--- src/logic/frame_buf_pkg.sv ---
package frame_buf_pkg;

    // AXI byte address width seen by the DDR controller
    localparam int ctrl_addr_bits = 28;

    // triple buffering
    localparam int num_pages = 3;

    typedef logic [1:0]  page_t;
    typedef logic [19:0] word_ofs_t;   // 32-bit word offset inside one page

    // address layout, msb first
    typedef struct packed {
        logic [3:0] pad;       // always zero
        logic [1:0] base_sel;  // which frame-buffer region
        page_t      page;
        word_ofs_t  ofs;
    } fb_fields_t;

    // controllers build the fields, the AXI port takes the flat word
    typedef union packed {
        logic [ctrl_addr_bits-1:0] flat;
        fb_fields_t                fields;
    } fb_addr_u;

    // word range of one frame inside a page
    typedef struct packed {
        word_ofs_t first;    // first word of the frame
        word_ofs_t end_ofs;  // one past the last word
    } frame_window_t;

endpackage
--- src/logic/axi_burst_pkg.sv ---
package axi_burst_pkg;

    // 256-bit beat covers eight 32-bit address units
    localparam int beat_words = 8;

    // shared by the write and read burst machines
    typedef enum logic [1:0] {
        st_idle,
        st_start,   // waiting on the FIFO watermark
        st_addr,    // address valid, waiting for ready
        st_data     // counting beats until last
    } burst_state_e;

    // one AW or AR request
    typedef struct packed {
        logic                   valid;
        frame_buf_pkg::fb_addr_u addr;
    } addr_req_t;

    // W ready or R valid, plus the last-beat flag
    typedef struct packed {
        logic ready_or_valid;
        logic last;
    } beat_t;

endpackage

--- src/logic/vfb_axi_master.sv ---
module vfb_axi_master #(
    parameter int BURST_LEN   = 8,
    parameter int LINE_PIXELS = 1920,
    parameter int PIXEL_BITS  = 32,
    parameter int BASE_SEL    = 0
) (
    input  logic                         ddr_init_done,
    input  logic                         M_AXI_ACLK,
    input  logic                         M_AXI_ARESETN,
    input  frame_buf_pkg::frame_window_t frame_win,
    input  logic                         vs_in,
    input  logic                         vs_out,
    input  logic [8:0]                   wfifo_level,
    input  logic [8:0]                   rfifo_level,
    // write side
    output axi_burst_pkg::addr_req_t     aw,
    input  logic                         aw_ready,
    input  axi_burst_pkg::beat_t         w_beat,
    // read side
    output axi_burst_pkg::addr_req_t     ar,
    input  logic                         ar_ready,
    input  axi_burst_pkg::beat_t         r_beat,
    // FIFO requests and status
    output logic                         wfifo_rd_req,
    output logic                         rfifo_wr_req,
    output logic                         frame_ready
);

    logic                 wr_frame_done;
    logic                 rd_frame_done;
    frame_buf_pkg::page_t wr_page;
    frame_buf_pkg::page_t rd_page;

    wr_burst_ctrl #(
        .BURST_LEN (BURST_LEN),
        .BASE_SEL  (BASE_SEL)
    ) u_wr (
        .M_AXI_ACLK    (M_AXI_ACLK),
        .M_AXI_ARESETN (M_AXI_ARESETN),
        .ddr_init_done (ddr_init_done),
        .frame_win     (frame_win),
        .vs_in         (vs_in),
        .wfifo_level   (wfifo_level),
        .page          (wr_page),
        .aw            (aw),
        .aw_ready      (aw_ready),
        .w_beat        (w_beat),
        .wfifo_rd_req  (wfifo_rd_req),
        .frame_done    (wr_frame_done)
    );

    rd_burst_ctrl #(
        .BURST_LEN   (BURST_LEN),
        .LINE_PIXELS (LINE_PIXELS),
        .PIXEL_BITS  (PIXEL_BITS),
        .BASE_SEL    (BASE_SEL)
    ) u_rd (
        .M_AXI_ACLK    (M_AXI_ACLK),
        .M_AXI_ARESETN (M_AXI_ARESETN),
        .ddr_init_done (ddr_init_done),
        .frame_ready   (frame_ready),
        .frame_win     (frame_win),
        .vs_out        (vs_out),
        .rfifo_level   (rfifo_level),
        .page          (rd_page),
        .ar            (ar),
        .ar_ready      (ar_ready),
        .r_beat        (r_beat),
        .rfifo_wr_req  (rfifo_wr_req),
        .frame_done    (rd_frame_done)
    );

    // page rotation between the two streams
    frame_page_mgr u_pages (
        .M_AXI_ACLK    (M_AXI_ACLK),
        .M_AXI_ARESETN (M_AXI_ARESETN),
        .wr_frame_done (wr_frame_done),
        .rd_frame_done (rd_frame_done),
        .wr_page       (wr_page),
        .rd_page       (rd_page),
        .frame_ready   (frame_ready)
    );

endmodule

--- src/logic/frame_page_mgr.sv ---
module frame_page_mgr (
    input  logic                 M_AXI_ACLK,
    input  logic                 M_AXI_ARESETN,
    input  logic                 wr_frame_done,
    input  logic                 rd_frame_done,
    output frame_buf_pkg::page_t wr_page,
    output frame_buf_pkg::page_t rd_page,
    output logic                 frame_ready
);

    frame_buf_pkg::page_t last_wr;      // most recently completed write page
    frame_buf_pkg::page_t rd_page_nxt;
    frame_buf_pkg::page_t wr_cand;
    frame_buf_pkg::page_t wr_page_nxt;

    // increment modulo num_pages
    function automatic frame_buf_pkg::page_t next_page(input frame_buf_pkg::page_t p);
        frame_buf_pkg::page_t top;
        top = frame_buf_pkg::page_t'(frame_buf_pkg::num_pages - 1);
        return (p == top) ? '0 : p + 2'd1;
    endfunction

    // read page as it stands after this cycle
    assign rd_page_nxt = rd_frame_done ? last_wr : rd_page;

    // skip over the page the reader will hold
    assign wr_cand     = next_page(wr_page);
    assign wr_page_nxt = (wr_cand == rd_page_nxt) ? next_page(wr_cand) : wr_cand;

    always_ff @(posedge M_AXI_ACLK) begin
        if (!M_AXI_ARESETN) begin
            wr_page     <= '0;
            rd_page     <= '0;
            last_wr     <= '0;
            frame_ready <= 1'b0;
        end else begin
            if (wr_frame_done) begin
                wr_page     <= wr_page_nxt;
                last_wr     <= wr_page;
                frame_ready <= 1'b1;   // sticky from the first full frame
            end
            if (rd_frame_done)
                rd_page <= last_wr;    // old value, also on a shared cycle
        end
    end

endmodule

--- src/logic/rd_burst_ctrl.sv ---
module rd_burst_ctrl #(
    parameter int BURST_LEN   = 8,
    parameter int LINE_PIXELS = 1920,
    parameter int PIXEL_BITS  = 32,
    parameter int BASE_SEL    = 0
) (
    input  logic                         M_AXI_ACLK,
    input  logic                         M_AXI_ARESETN,
    input  logic                         ddr_init_done,
    input  logic                         frame_ready,
    input  frame_buf_pkg::frame_window_t frame_win,
    input  logic                         vs_out,
    input  logic [8:0]                   rfifo_level,
    input  frame_buf_pkg::page_t         page,
    output axi_burst_pkg::addr_req_t     ar,
    input  logic                         ar_ready,
    input  axi_burst_pkg::beat_t         r_beat,
    output logic                         rfifo_wr_req,
    output logic                         frame_done
);

    localparam frame_buf_pkg::word_ofs_t STEP =
        frame_buf_pkg::word_ofs_t'(BURST_LEN * axi_burst_pkg::beat_words);
    // one video line in 128-bit FIFO entries
    localparam int LINE_THRESH = LINE_PIXELS * PIXEL_BITS / 128;

    axi_burst_pkg::burst_state_e state;
    frame_buf_pkg::word_ofs_t    ofs;
    frame_buf_pkg::word_ofs_t    last_ofs;
    logic [1:0]                  vs_sync;
    logic                        vs_prev;
    logic                        vs_rise;
    logic                        restart_pend;
    logic                        restart;
    logic                        addr_hs;
    logic                        last_burst;
    logic                        start_ok;
    logic                        beat_last;

    assign vs_rise    = vs_sync[1] & ~vs_prev;
    assign addr_hs    = ar.valid & ar_ready;
    assign last_ofs   = frame_win.end_ofs - STEP;
    assign last_burst = (ofs >= last_ofs);
    assign start_ok   = (rfifo_level < LINE_THRESH);   // room for more than a line
    assign beat_last  = (state == axi_burst_pkg::st_data) & r_beat.ready_or_valid & r_beat.last;
    assign restart    = restart_pend & (state != axi_burst_pkg::st_data) & ~addr_hs;

    always_ff @(posedge M_AXI_ACLK) begin
        if (!M_AXI_ARESETN) begin
            vs_sync <= '0;
            vs_prev <= 1'b0;
        end else begin
            vs_sync <= {vs_sync[0], vs_out};
            vs_prev <= vs_sync[1];
        end
    end

    always_ff @(posedge M_AXI_ACLK) begin
        if (!M_AXI_ARESETN)
            restart_pend <= 1'b0;
        else if (vs_rise)
            restart_pend <= 1'b1;
        else if (restart)
            restart_pend <= 1'b0;
    end

    // read side stays idle until one whole frame is in DDR
    always_ff @(posedge M_AXI_ACLK) begin
        if (!M_AXI_ARESETN) begin
            state <= axi_burst_pkg::st_idle;
        end else if (restart && state != axi_burst_pkg::st_idle) begin
            state <= axi_burst_pkg::st_start;
        end else begin
            case (state)
                axi_burst_pkg::st_idle:
                    if (ddr_init_done && frame_ready) state <= axi_burst_pkg::st_start;
                axi_burst_pkg::st_start: if (start_ok) state <= axi_burst_pkg::st_addr;
                axi_burst_pkg::st_addr:  if (addr_hs) state <= axi_burst_pkg::st_data;
                axi_burst_pkg::st_data:  if (beat_last) state <= axi_burst_pkg::st_start;
                default:                 state <= axi_burst_pkg::st_idle;
            endcase
        end
    end

    always_ff @(posedge M_AXI_ACLK) begin
        if (!M_AXI_ARESETN)
            ofs <= '0;
        else if (state == axi_burst_pkg::st_idle || restart)
            ofs <= frame_win.first;
        else if (addr_hs)
            ofs <= last_burst ? frame_win.first : ofs + STEP;
    end

    always_ff @(posedge M_AXI_ACLK) begin
        if (!M_AXI_ARESETN)
            frame_done <= 1'b0;
        else
            frame_done <= addr_hs & last_burst;   // one cycle after the last AR
    end

    always_comb begin
        ar                      = '0;
        ar.valid                = (state == axi_burst_pkg::st_addr);
        ar.addr.fields.base_sel = 2'(BASE_SEL);
        ar.addr.fields.page     = page;
        ar.addr.fields.ofs      = ofs;
    end

    assign rfifo_wr_req = (state == axi_burst_pkg::st_data) & r_beat.ready_or_valid;

endmodule

--- src/logic/wr_burst_ctrl.sv ---
module wr_burst_ctrl #(
    parameter int BURST_LEN = 8,
    parameter int BASE_SEL  = 0
) (
    input  logic                         M_AXI_ACLK,
    input  logic                         M_AXI_ARESETN,
    input  logic                         ddr_init_done,
    input  frame_buf_pkg::frame_window_t frame_win,
    input  logic                         vs_in,
    input  logic [8:0]                   wfifo_level,
    input  frame_buf_pkg::page_t         page,
    output axi_burst_pkg::addr_req_t     aw,
    input  logic                         aw_ready,
    input  axi_burst_pkg::beat_t         w_beat,
    output logic                         wfifo_rd_req,
    output logic                         frame_done
);

    // words covered by one burst
    localparam frame_buf_pkg::word_ofs_t STEP =
        frame_buf_pkg::word_ofs_t'(BURST_LEN * axi_burst_pkg::beat_words);

    axi_burst_pkg::burst_state_e state;
    frame_buf_pkg::word_ofs_t    ofs;
    frame_buf_pkg::word_ofs_t    last_ofs;
    logic [1:0]                  vs_sync;
    logic                        vs_prev;
    logic                        vs_rise;
    logic                        restart_pend;
    logic                        restart;
    logic                        addr_hs;
    logic                        last_burst;
    logic                        start_ok;
    logic                        beat_last;

    assign vs_rise    = vs_sync[1] & ~vs_prev;
    assign addr_hs    = aw.valid & aw_ready;
    assign last_ofs   = frame_win.end_ofs - STEP;
    assign last_burst = (ofs >= last_ofs);
    assign start_ok   = (wfifo_level > BURST_LEN);   // enough data for a full burst
    assign beat_last  = (state == axi_burst_pkg::st_data) & w_beat.ready_or_valid & w_beat.last;

    // a handshake in flight wins over a pending restart
    assign restart = restart_pend & (state != axi_burst_pkg::st_data) & ~addr_hs;

    always_ff @(posedge M_AXI_ACLK) begin
        if (!M_AXI_ARESETN) begin
            vs_sync <= '0;
            vs_prev <= 1'b0;
        end else begin
            vs_sync <= {vs_sync[0], vs_in};
            vs_prev <= vs_sync[1];
        end
    end

    // held until the data phase is over
    always_ff @(posedge M_AXI_ACLK) begin
        if (!M_AXI_ARESETN)
            restart_pend <= 1'b0;
        else if (vs_rise)
            restart_pend <= 1'b1;
        else if (restart)
            restart_pend <= 1'b0;
    end

    always_ff @(posedge M_AXI_ACLK) begin
        if (!M_AXI_ARESETN) begin
            state <= axi_burst_pkg::st_idle;
        end else if (restart && state != axi_burst_pkg::st_idle) begin
            state <= axi_burst_pkg::st_start;   // drops valid
        end else begin
            case (state)
                axi_burst_pkg::st_idle:  if (ddr_init_done) state <= axi_burst_pkg::st_start;
                axi_burst_pkg::st_start: if (start_ok) state <= axi_burst_pkg::st_addr;
                axi_burst_pkg::st_addr:  if (addr_hs) state <= axi_burst_pkg::st_data;
                axi_burst_pkg::st_data:  if (beat_last) state <= axi_burst_pkg::st_start;
                default:                 state <= axi_burst_pkg::st_idle;
            endcase
        end
    end

    always_ff @(posedge M_AXI_ACLK) begin
        if (!M_AXI_ARESETN)
            ofs <= '0;
        else if (state == axi_burst_pkg::st_idle || restart)
            ofs <= frame_win.first;
        else if (addr_hs)
            ofs <= last_burst ? frame_win.first : ofs + STEP;   // wrap at frame end
    end

    always_ff @(posedge M_AXI_ACLK) begin
        if (!M_AXI_ARESETN)
            frame_done <= 1'b0;
        else
            frame_done <= addr_hs & last_burst;
    end

    always_comb begin
        aw                      = '0;
        aw.valid                = (state == axi_burst_pkg::st_addr);
        aw.addr.fields.base_sel = 2'(BASE_SEL);
        aw.addr.fields.page     = page;
        aw.addr.fields.ofs      = ofs;
    end

    assign wfifo_rd_req = (state == axi_burst_pkg::st_data) & w_beat.ready_or_valid;

endmodule

--- config.mk ---
export PLATFORM = sky130hd
export DESIGN_NAME = vfb_axi_master
export DESIGN_NICKNAME = d
export VERILOG_FILES = /design/src/logic/frame_buf_pkg.sv /design/src/logic/axi_burst_pkg.sv /design/src/logic/vfb_axi_master.sv /design/src/logic/frame_page_mgr.sv /design/src/logic/rd_burst_ctrl.sv /design/src/logic/wr_burst_ctrl.sv
export SDC_FILE = /design/constraint.sdc
export NUM_CORES = 1
export LEC_CHECK = 0
export BUFFER_PORTS_ARGS = -buffer_cell sky130_fd_sc_hd__buf_2
export CAP_MARGIN = 20
export CORE_MARGIN = 2
export CORE_UTILIZATION = 52
export CTS_CLUSTER_SIZE = 20
export DETAILED_ROUTE_END_ITERATION = 7
export GPL_TIMING_DRIVEN = 0
export HOLD_SLACK_MARGIN = 0.06
export PLACE_DENSITY = 0.84
export SLEW_MARGIN = 20
export SYNTH_ARGS = -nofsm -noshare
export SYNTH_HDL_FRONTEND = slang
export SYNTH_SLANG_ARGS = --single-unit
--- constraint.sdc ---
create_clock -name M_AXI_ACLK -period 5 [get_ports M_AXI_ACLK]
set_input_delay 0.75 -clock M_AXI_ACLK [delete_from_list [all_inputs] [get_ports M_AXI_ACLK]]
set_output_delay 0.75 -clock M_AXI_ACLK [all_outputs]
set_load 0.02 [all_outputs]
## Word-level counts from Yosys, hierarchy flattened

Index checks and enable logic that the tools add are counted.

- Memory bits (read-only): 0
- Bits in registers: 61
- Memories: 0
- Input bits: 69
- Bits in latches: 0
- Bits in writable memories: 0
- Output and inout bits: 61

- Equal/unequal tests: 27
- Shift-type cells: 0
- Order comparisons: 4
- Bitwise gates (word level): 19
- Reduce and logical (&&, ||, !) cells: 19
- Multipliers: 0
- Multiplexer cells: 26
- $add $sub $neg: 5
- Divide/modulo/power cells: 0

Operators with widths:

| cell | number |
|---|---|
| 20-bit two-way mux | 6 |
| 20-bit by 7-bit adder with 20-bit output, second input constant | 2 |
| 20-bit greater-or-equal comparator | 2 |
| 2-bit two-way mux | 12 |
| 20-bit by 7-bit subtractor with 20-bit output, second input constant | 1 |
| 2-bit case mux with 4 select lines | 2 |
| 4-bit AND reduction | 4 |
| 3-bit by 1-bit inequality test with 1-bit output, second input constant | 5 |
| 1-bit AND | 14 |
| 2-bit == test, second input constant | 6 |
| 2-bit nonzero test | 6 |
| 2-bit by 1-bit inequality test with 1-bit output, second input constant | 5 |
| 2-bit inequality test, second input constant | 5 |
| 9-bit by 4-bit greater-than comparator with 1-bit output, second input constant | 1 |
| 9-bit less-than comparator, second input constant | 1 |
| 1-bit two-way mux | 6 |
| 3-bit inequality test, second input constant | 2 |
| 1-bit inverter | 5 |
| 2-bit by 1-bit adder with 2-bit output, second input constant | 2 |
| 2-bit by 1-bit == test with 1-bit output, second input constant | 2 |
| 2-bit zero test | 2 |
| 2-bit OR reduction | 2 |
| 1-bit logical AND | 3 |
| 3-bit by 2-bit inequality test with 1-bit output, second input constant | 1 |
| 2 further kinds | 3 |

## Depth between registers and ports, before layout

- Depth after elaboration: 7
- Depth in mapped cells: 15

## Cells and area by module

A second synthesis with hierarchy kept.

- Cells, all modules: 626
- Area total of the unflattened synthesis: 4,976.0 sq um

By module, submodules not included:

| module | area each (sq um) | instances | cells an instance |
|---|---|---|---|
| rd_burst_ctrl | 2,346.0 | 1 | 301 |
| wr_burst_ctrl | 2,336.0 | 1 | 298 |
| frame_page_mgr | 294.0 | 1 | 27 |

## Worst setup path before layout

No wires, ideal clock.

- Path kind: input-to-reg
- From: in frame_win[6] (netlist bit)
- To: reg u_rd.ofs[0]
- Arrival: 3,678 ps
- Setup time: 118 ps
- Path buffers: 2
- Slack: 1,204 ps
- Cell stages on the path: 15
- Required time: 4,882 ps
- Cell sequence: inv_1 -> ha_1 -> or4b_4 -> nor2_1 -> xnor2_1 -> ha_1 -> nand4_1 -> or3_1 -> o31ai_1 -> o211ai_1 -> a211oi_1 -> o21ai_1 -> buf_4 -> buf_12 -> mux2i_1

- Cells in the longest elaborated chain, start to end: 5

RTL lines:

| element | RTL line | text |
|---|---|---|
| start, declared | vfb_axi_master.sv:10 | `input frame_buf_pkg::frame_window_t frame_win,` |
| 20-bit by 7-bit subtractor with 20-bit output | rd_burst_ctrl.sv:42 | `assign last_ofs = frame_win.end_ofs - STEP;` |
| 20-bit greater-or-equal comparator | rd_burst_ctrl.sv:43 | `assign last_burst = (ofs >= last_ofs);` |
| 20-bit two-way mux | rd_burst_ctrl.sv:91 | `ofs <= last_burst ? frame_win.first : ofs + STEP;` |
| 20-bit two-way mux | rd_burst_ctrl.sv:90 | `else if (addr_hs)` |
| 20-bit two-way mux | rd_burst_ctrl.sv:88 | `else if (state == axi_burst_pkg::st_idle \|\| restart)` |
| end signal, assigned | rd_burst_ctrl.sv:89 | `ofs <= frame_win.first;` |
| end signal, assigned | rd_burst_ctrl.sv:91 |  |
| end, declared | rd_burst_ctrl.sv:28 | `frame_buf_pkg::word_ofs_t ofs;` |

Every way passes these cells. The select of a mux whose other input is x is not followed.
A chain may end at the register's enable or synchronous reset.

## Final worst setup path

- From: in frame_win[6] (netlist bit)
- To: reg u_rd.ofs[3]

The elaborated chain is that of the path after synthesis.

==> impl_results.md <==
* Clock transition at the registers of the reported paths at 0.07 ns
* Post-synth top flop: dfxtp_1
* Final slew viol count at 0
* Synth Cell Area at 4290 sq um
* Post-CTS sizing at 0
* Layout Cells excl Fill at 743
* Clock root buffer: clkbuf_8
* Drt drc at 0
* CTS Sinks at 61
* Critical path's largest stage delay at 0.61 ns
* Leak at 0.00246 uW
* Setup violations, final at 0
* Hold slack final at 0.436 ns
* Multi-input logic area at 2830 sq um
* Full die area at 9000 sq um
* Num CTS Buffers at 9
* Maximum VDD drop at 0.000337 V
* Postcts setup bufs at 0
* Max_cap viols at 0
* Clock Path Buffers at 2
* Post-synth cell types at 51
* Vias post-DR at 4183
* CP max FO at 10
* Initial core utilization at 53.0%
* Synth top area share at 28.5%
* Worst Path Required at 5.23 ns
* Power Dens Cells at 490 nW/um^2
* Startpoint Class: input pin
* Sum Neg Setup Slack at 0 ns
* Crit. End Element: flip-flop
* Nets at 751
* Worst Skew at 0.00589 ns
* GPL Wtd Cong at 0.884
* Via/cell ratio at 5.63
* Worst Tran Pin Value at 0.687 ns
* Worst path cell trace: buf_2 -> inv_1 -> ha_1 -> or4b_4 -> nor2_1 -> xnor2_1 -> ha_1 -> nand4_1 -> or3_1 -> o31ai_1 -> o211ai_1 -> a211oi_1 -> o21ai_1 -> buf_4 -> buf_12 -> mux2i_1
* F_max at 230 MHz
* Placed insts at 727
* Slew HR at 53.9%
* Syn Inst Count at 501
* Post-synthesis sequential area ratio at 28.5%
* RSZ-0062 raised after global routing: no
* Global-route wire length before repair at 18700 microns
* Pin count of the biggest net entering global routing at 12
* Minimum clock period at 4.36 ns
* Pre-CTS WS at 0.524 ns
* Synthesized flop and latch total at 61
* Worst hold path class: reg2reg
* Post-DP Area at 5010 sq um
* Core Area at 8090 sq um
* Post-layout instance area at 5200 sq um
* Post-route setup slack at 0.645 ns
* Crit path arrival time at 4.59 ns
* Htree depth at 3
* CP Class: in2reg
* I/O Buffers at 110
* Critical-path top delay cell: a211oi_1
* Starting DRC count in detailed routing at 240
* # rows at 33
* Yosys warning total at 0
* Worst-skew pair later-pin latency at 0.35 ns
* Share of cells above drive strength 1 at 23.2%
* I/O pin count at 130
* Routed length per instance at 16.2 microns
* Fill count at 679
* Hold bufs inserted after CTS at 0
* Final hold vios at 0
* Placed wire-length estimate at 9540 microns
* Run status: finished, final reports clean
* DRT antenna net count at 0
* CTS tree: built
* Initial antenna violation count at 0
* Total Routed Length at 12100 microns
* ANT cells at 0
* Area Overhead vs Synth at 21.2%
* Total GRT Usage at 27.3%
* Die Ht at 94.8 microns
* Sequential cell area at 1220 sq um
* Post-Syn Area per Cell at 8.57 sq um
* Total gr overflow at 0
* Synth area leaders: dfxtp_1, ha_1, mux2i_1
* Top cell by count, worst path: ha_1
* Async set-reset flop share out of synthesis at 0%
* Largest area contributor in the netlist: dfxtp_1
* First-pass DRT Iterations at 5
* Number of synthesized flops with an enable pin at 0
* Die width at 94.8 microns
* Vias in the first global route at 3864
* Crit share post-route at 87.1%
## critical path: cells and delay by family
family	cells	cell delay [ns]
buffers and inverters	4	0.58
and+or+nand+nor	4	1.20
AOI/OAI and AO/OA	4	1.27
muxes	1	0.12
adders and majority gates	2	0.53
xor gates and xnor gates	1	0.12
## final timing paths
path | start | to | slack, ns | cells past startpoint
worst min register to register | u_rd.vs_sync[0] | u_rd.vs_sync[1] | 0.44 | 1
worst max-delay path | frame_win[6] | u_rd.ofs[3] | 0.64 | 16
worst max register to register | u_rd.ofs[13] | u_rd.ofs[3] | 1.77 | 10
worst min-delay path | u_rd.vs_sync[0] | u_rd.vs_sync[1] | 0.44 | 1
## metrics by stage
step	utilization (%)	power [uW]
finish	64.3	2550
global route	64.3	2710
CTS	64.3	2540
detailed placement	62.0	2120
global placement	62.0	2070
floorplan	-	1730
## cells in the final DEF (no fill, tap or decap), types with 5 or more instances in the layout
| cell | instances |
|---|---|
| dfxtp_1 | 61 |
| conb_1 | 12 |
| clkbuf_8 | 11 |
| a31oi_1 | 8 |
| xor2_1 | 12 |
| nand4_1 | 9 |
| nor3_1 | 10 |
| a21oi_1 | 15 |
| xnor2_1 | 23 |
| buf_4 | 14 |
| and2_1 | 11 |
| nand3_1 | 14 |
| nand2_1 | 77 |
| clkbuf_1 | 10 |
| or3_1 | 5 |
| ha_1 | 49 |
| nor2b_1 | 6 |
| inv_1 | 23 |
| nor2_1 | 31 |
| nand2b_1 | 5 |
| and3_1 | 5 |
| a211oi_1 | 8 |
| buf_2 | 111 |
| o211ai_1 | 8 |
| mux2i_1 | 40 |
## Yosys cell counts, types with 3 or more instances
master    count
nand2_1      77
dfxtp_1      61
ha_1         49
mux2i_1      40
nor2_1       31
inv_1        23
xnor2_1      23
a21oi_1      15
buf_4        14
nand3_1      14
xor2_1       12
and2_1       11
clkbuf_1     10
nor3_1       10
nand4_1       9
a211oi_1      8
a31oi_1       8
o211ai_1      8
nor2b_1       6
and3_1        5
nand2b_1      5
or3_1         5
a21o_1        4
o21a_1        4
o21ai_0       4
o21ai_1       4
nand3b_1      3
o311a_1       3
o31ai_1       3
or4_1         3
## flip-flops by register name, indices dropped and copies added (netlist names)
register / count
u_pages.frame_ready: 1
u_pages.last_wr: 2
u_pages.rd_page: 2
u_pages.wr_page: 2
u_rd.frame_done: 1
u_rd.ofs: 20
u_rd.restart_pend: 1
u_rd.state: 2
u_rd.vs_prev: 1
u_rd.vs_sync: 2
u_wr.frame_done: 1
u_wr.ofs: 20
u_wr.restart_pend: 1
u_wr.state: 2
u_wr.vs_prev: 1
u_wr.vs_sync: 2
## logic make-up after synthesis
family / share of synthesized area (%)
DFF: 28.5
muxes: 9.33
other: 0.0874
xor gates and xnor gates: 8.19
AOI/OAI and AO/OA: 11.4
buffers and inverters: 6.47
adders and majority gates: 15.0
and+or+nand+nor: 21.0
## area by class of cell
| cell class | count | share of cell area [%] |
|---|---|---|
| clock inverters | 5 | 0.650 |
| flip-flops and latches | 61 | 23.5 |
| well taps | 105 | 2.53 |
| inverters | 24 | 1.73 |
| repair buffers | 110 | 10.6 |
| multi-input cells | 400 | 54.5 |
| plain buffers | 27 | 3.61 |
| clock buffers | 11 | 2.91 |
## report_power, final
part,internal [uW],switching (uW),leakage (uW)
clock,206,201,0.0000917
combinational,580,744,0.00187
sequential,620,198,0.000503
total,1410,1140,0.00246
## per-layer routing
layer	up-vias	wire length [microns]	track usage, %
li1	2012	-	-
met1	1934	5000	34.1
met2	206	5740	45.3
met3	31	970	4.87
met4	0	349	13.4
met5	-	0	0
Note: power is estimated with default switching activity, not from simulation.
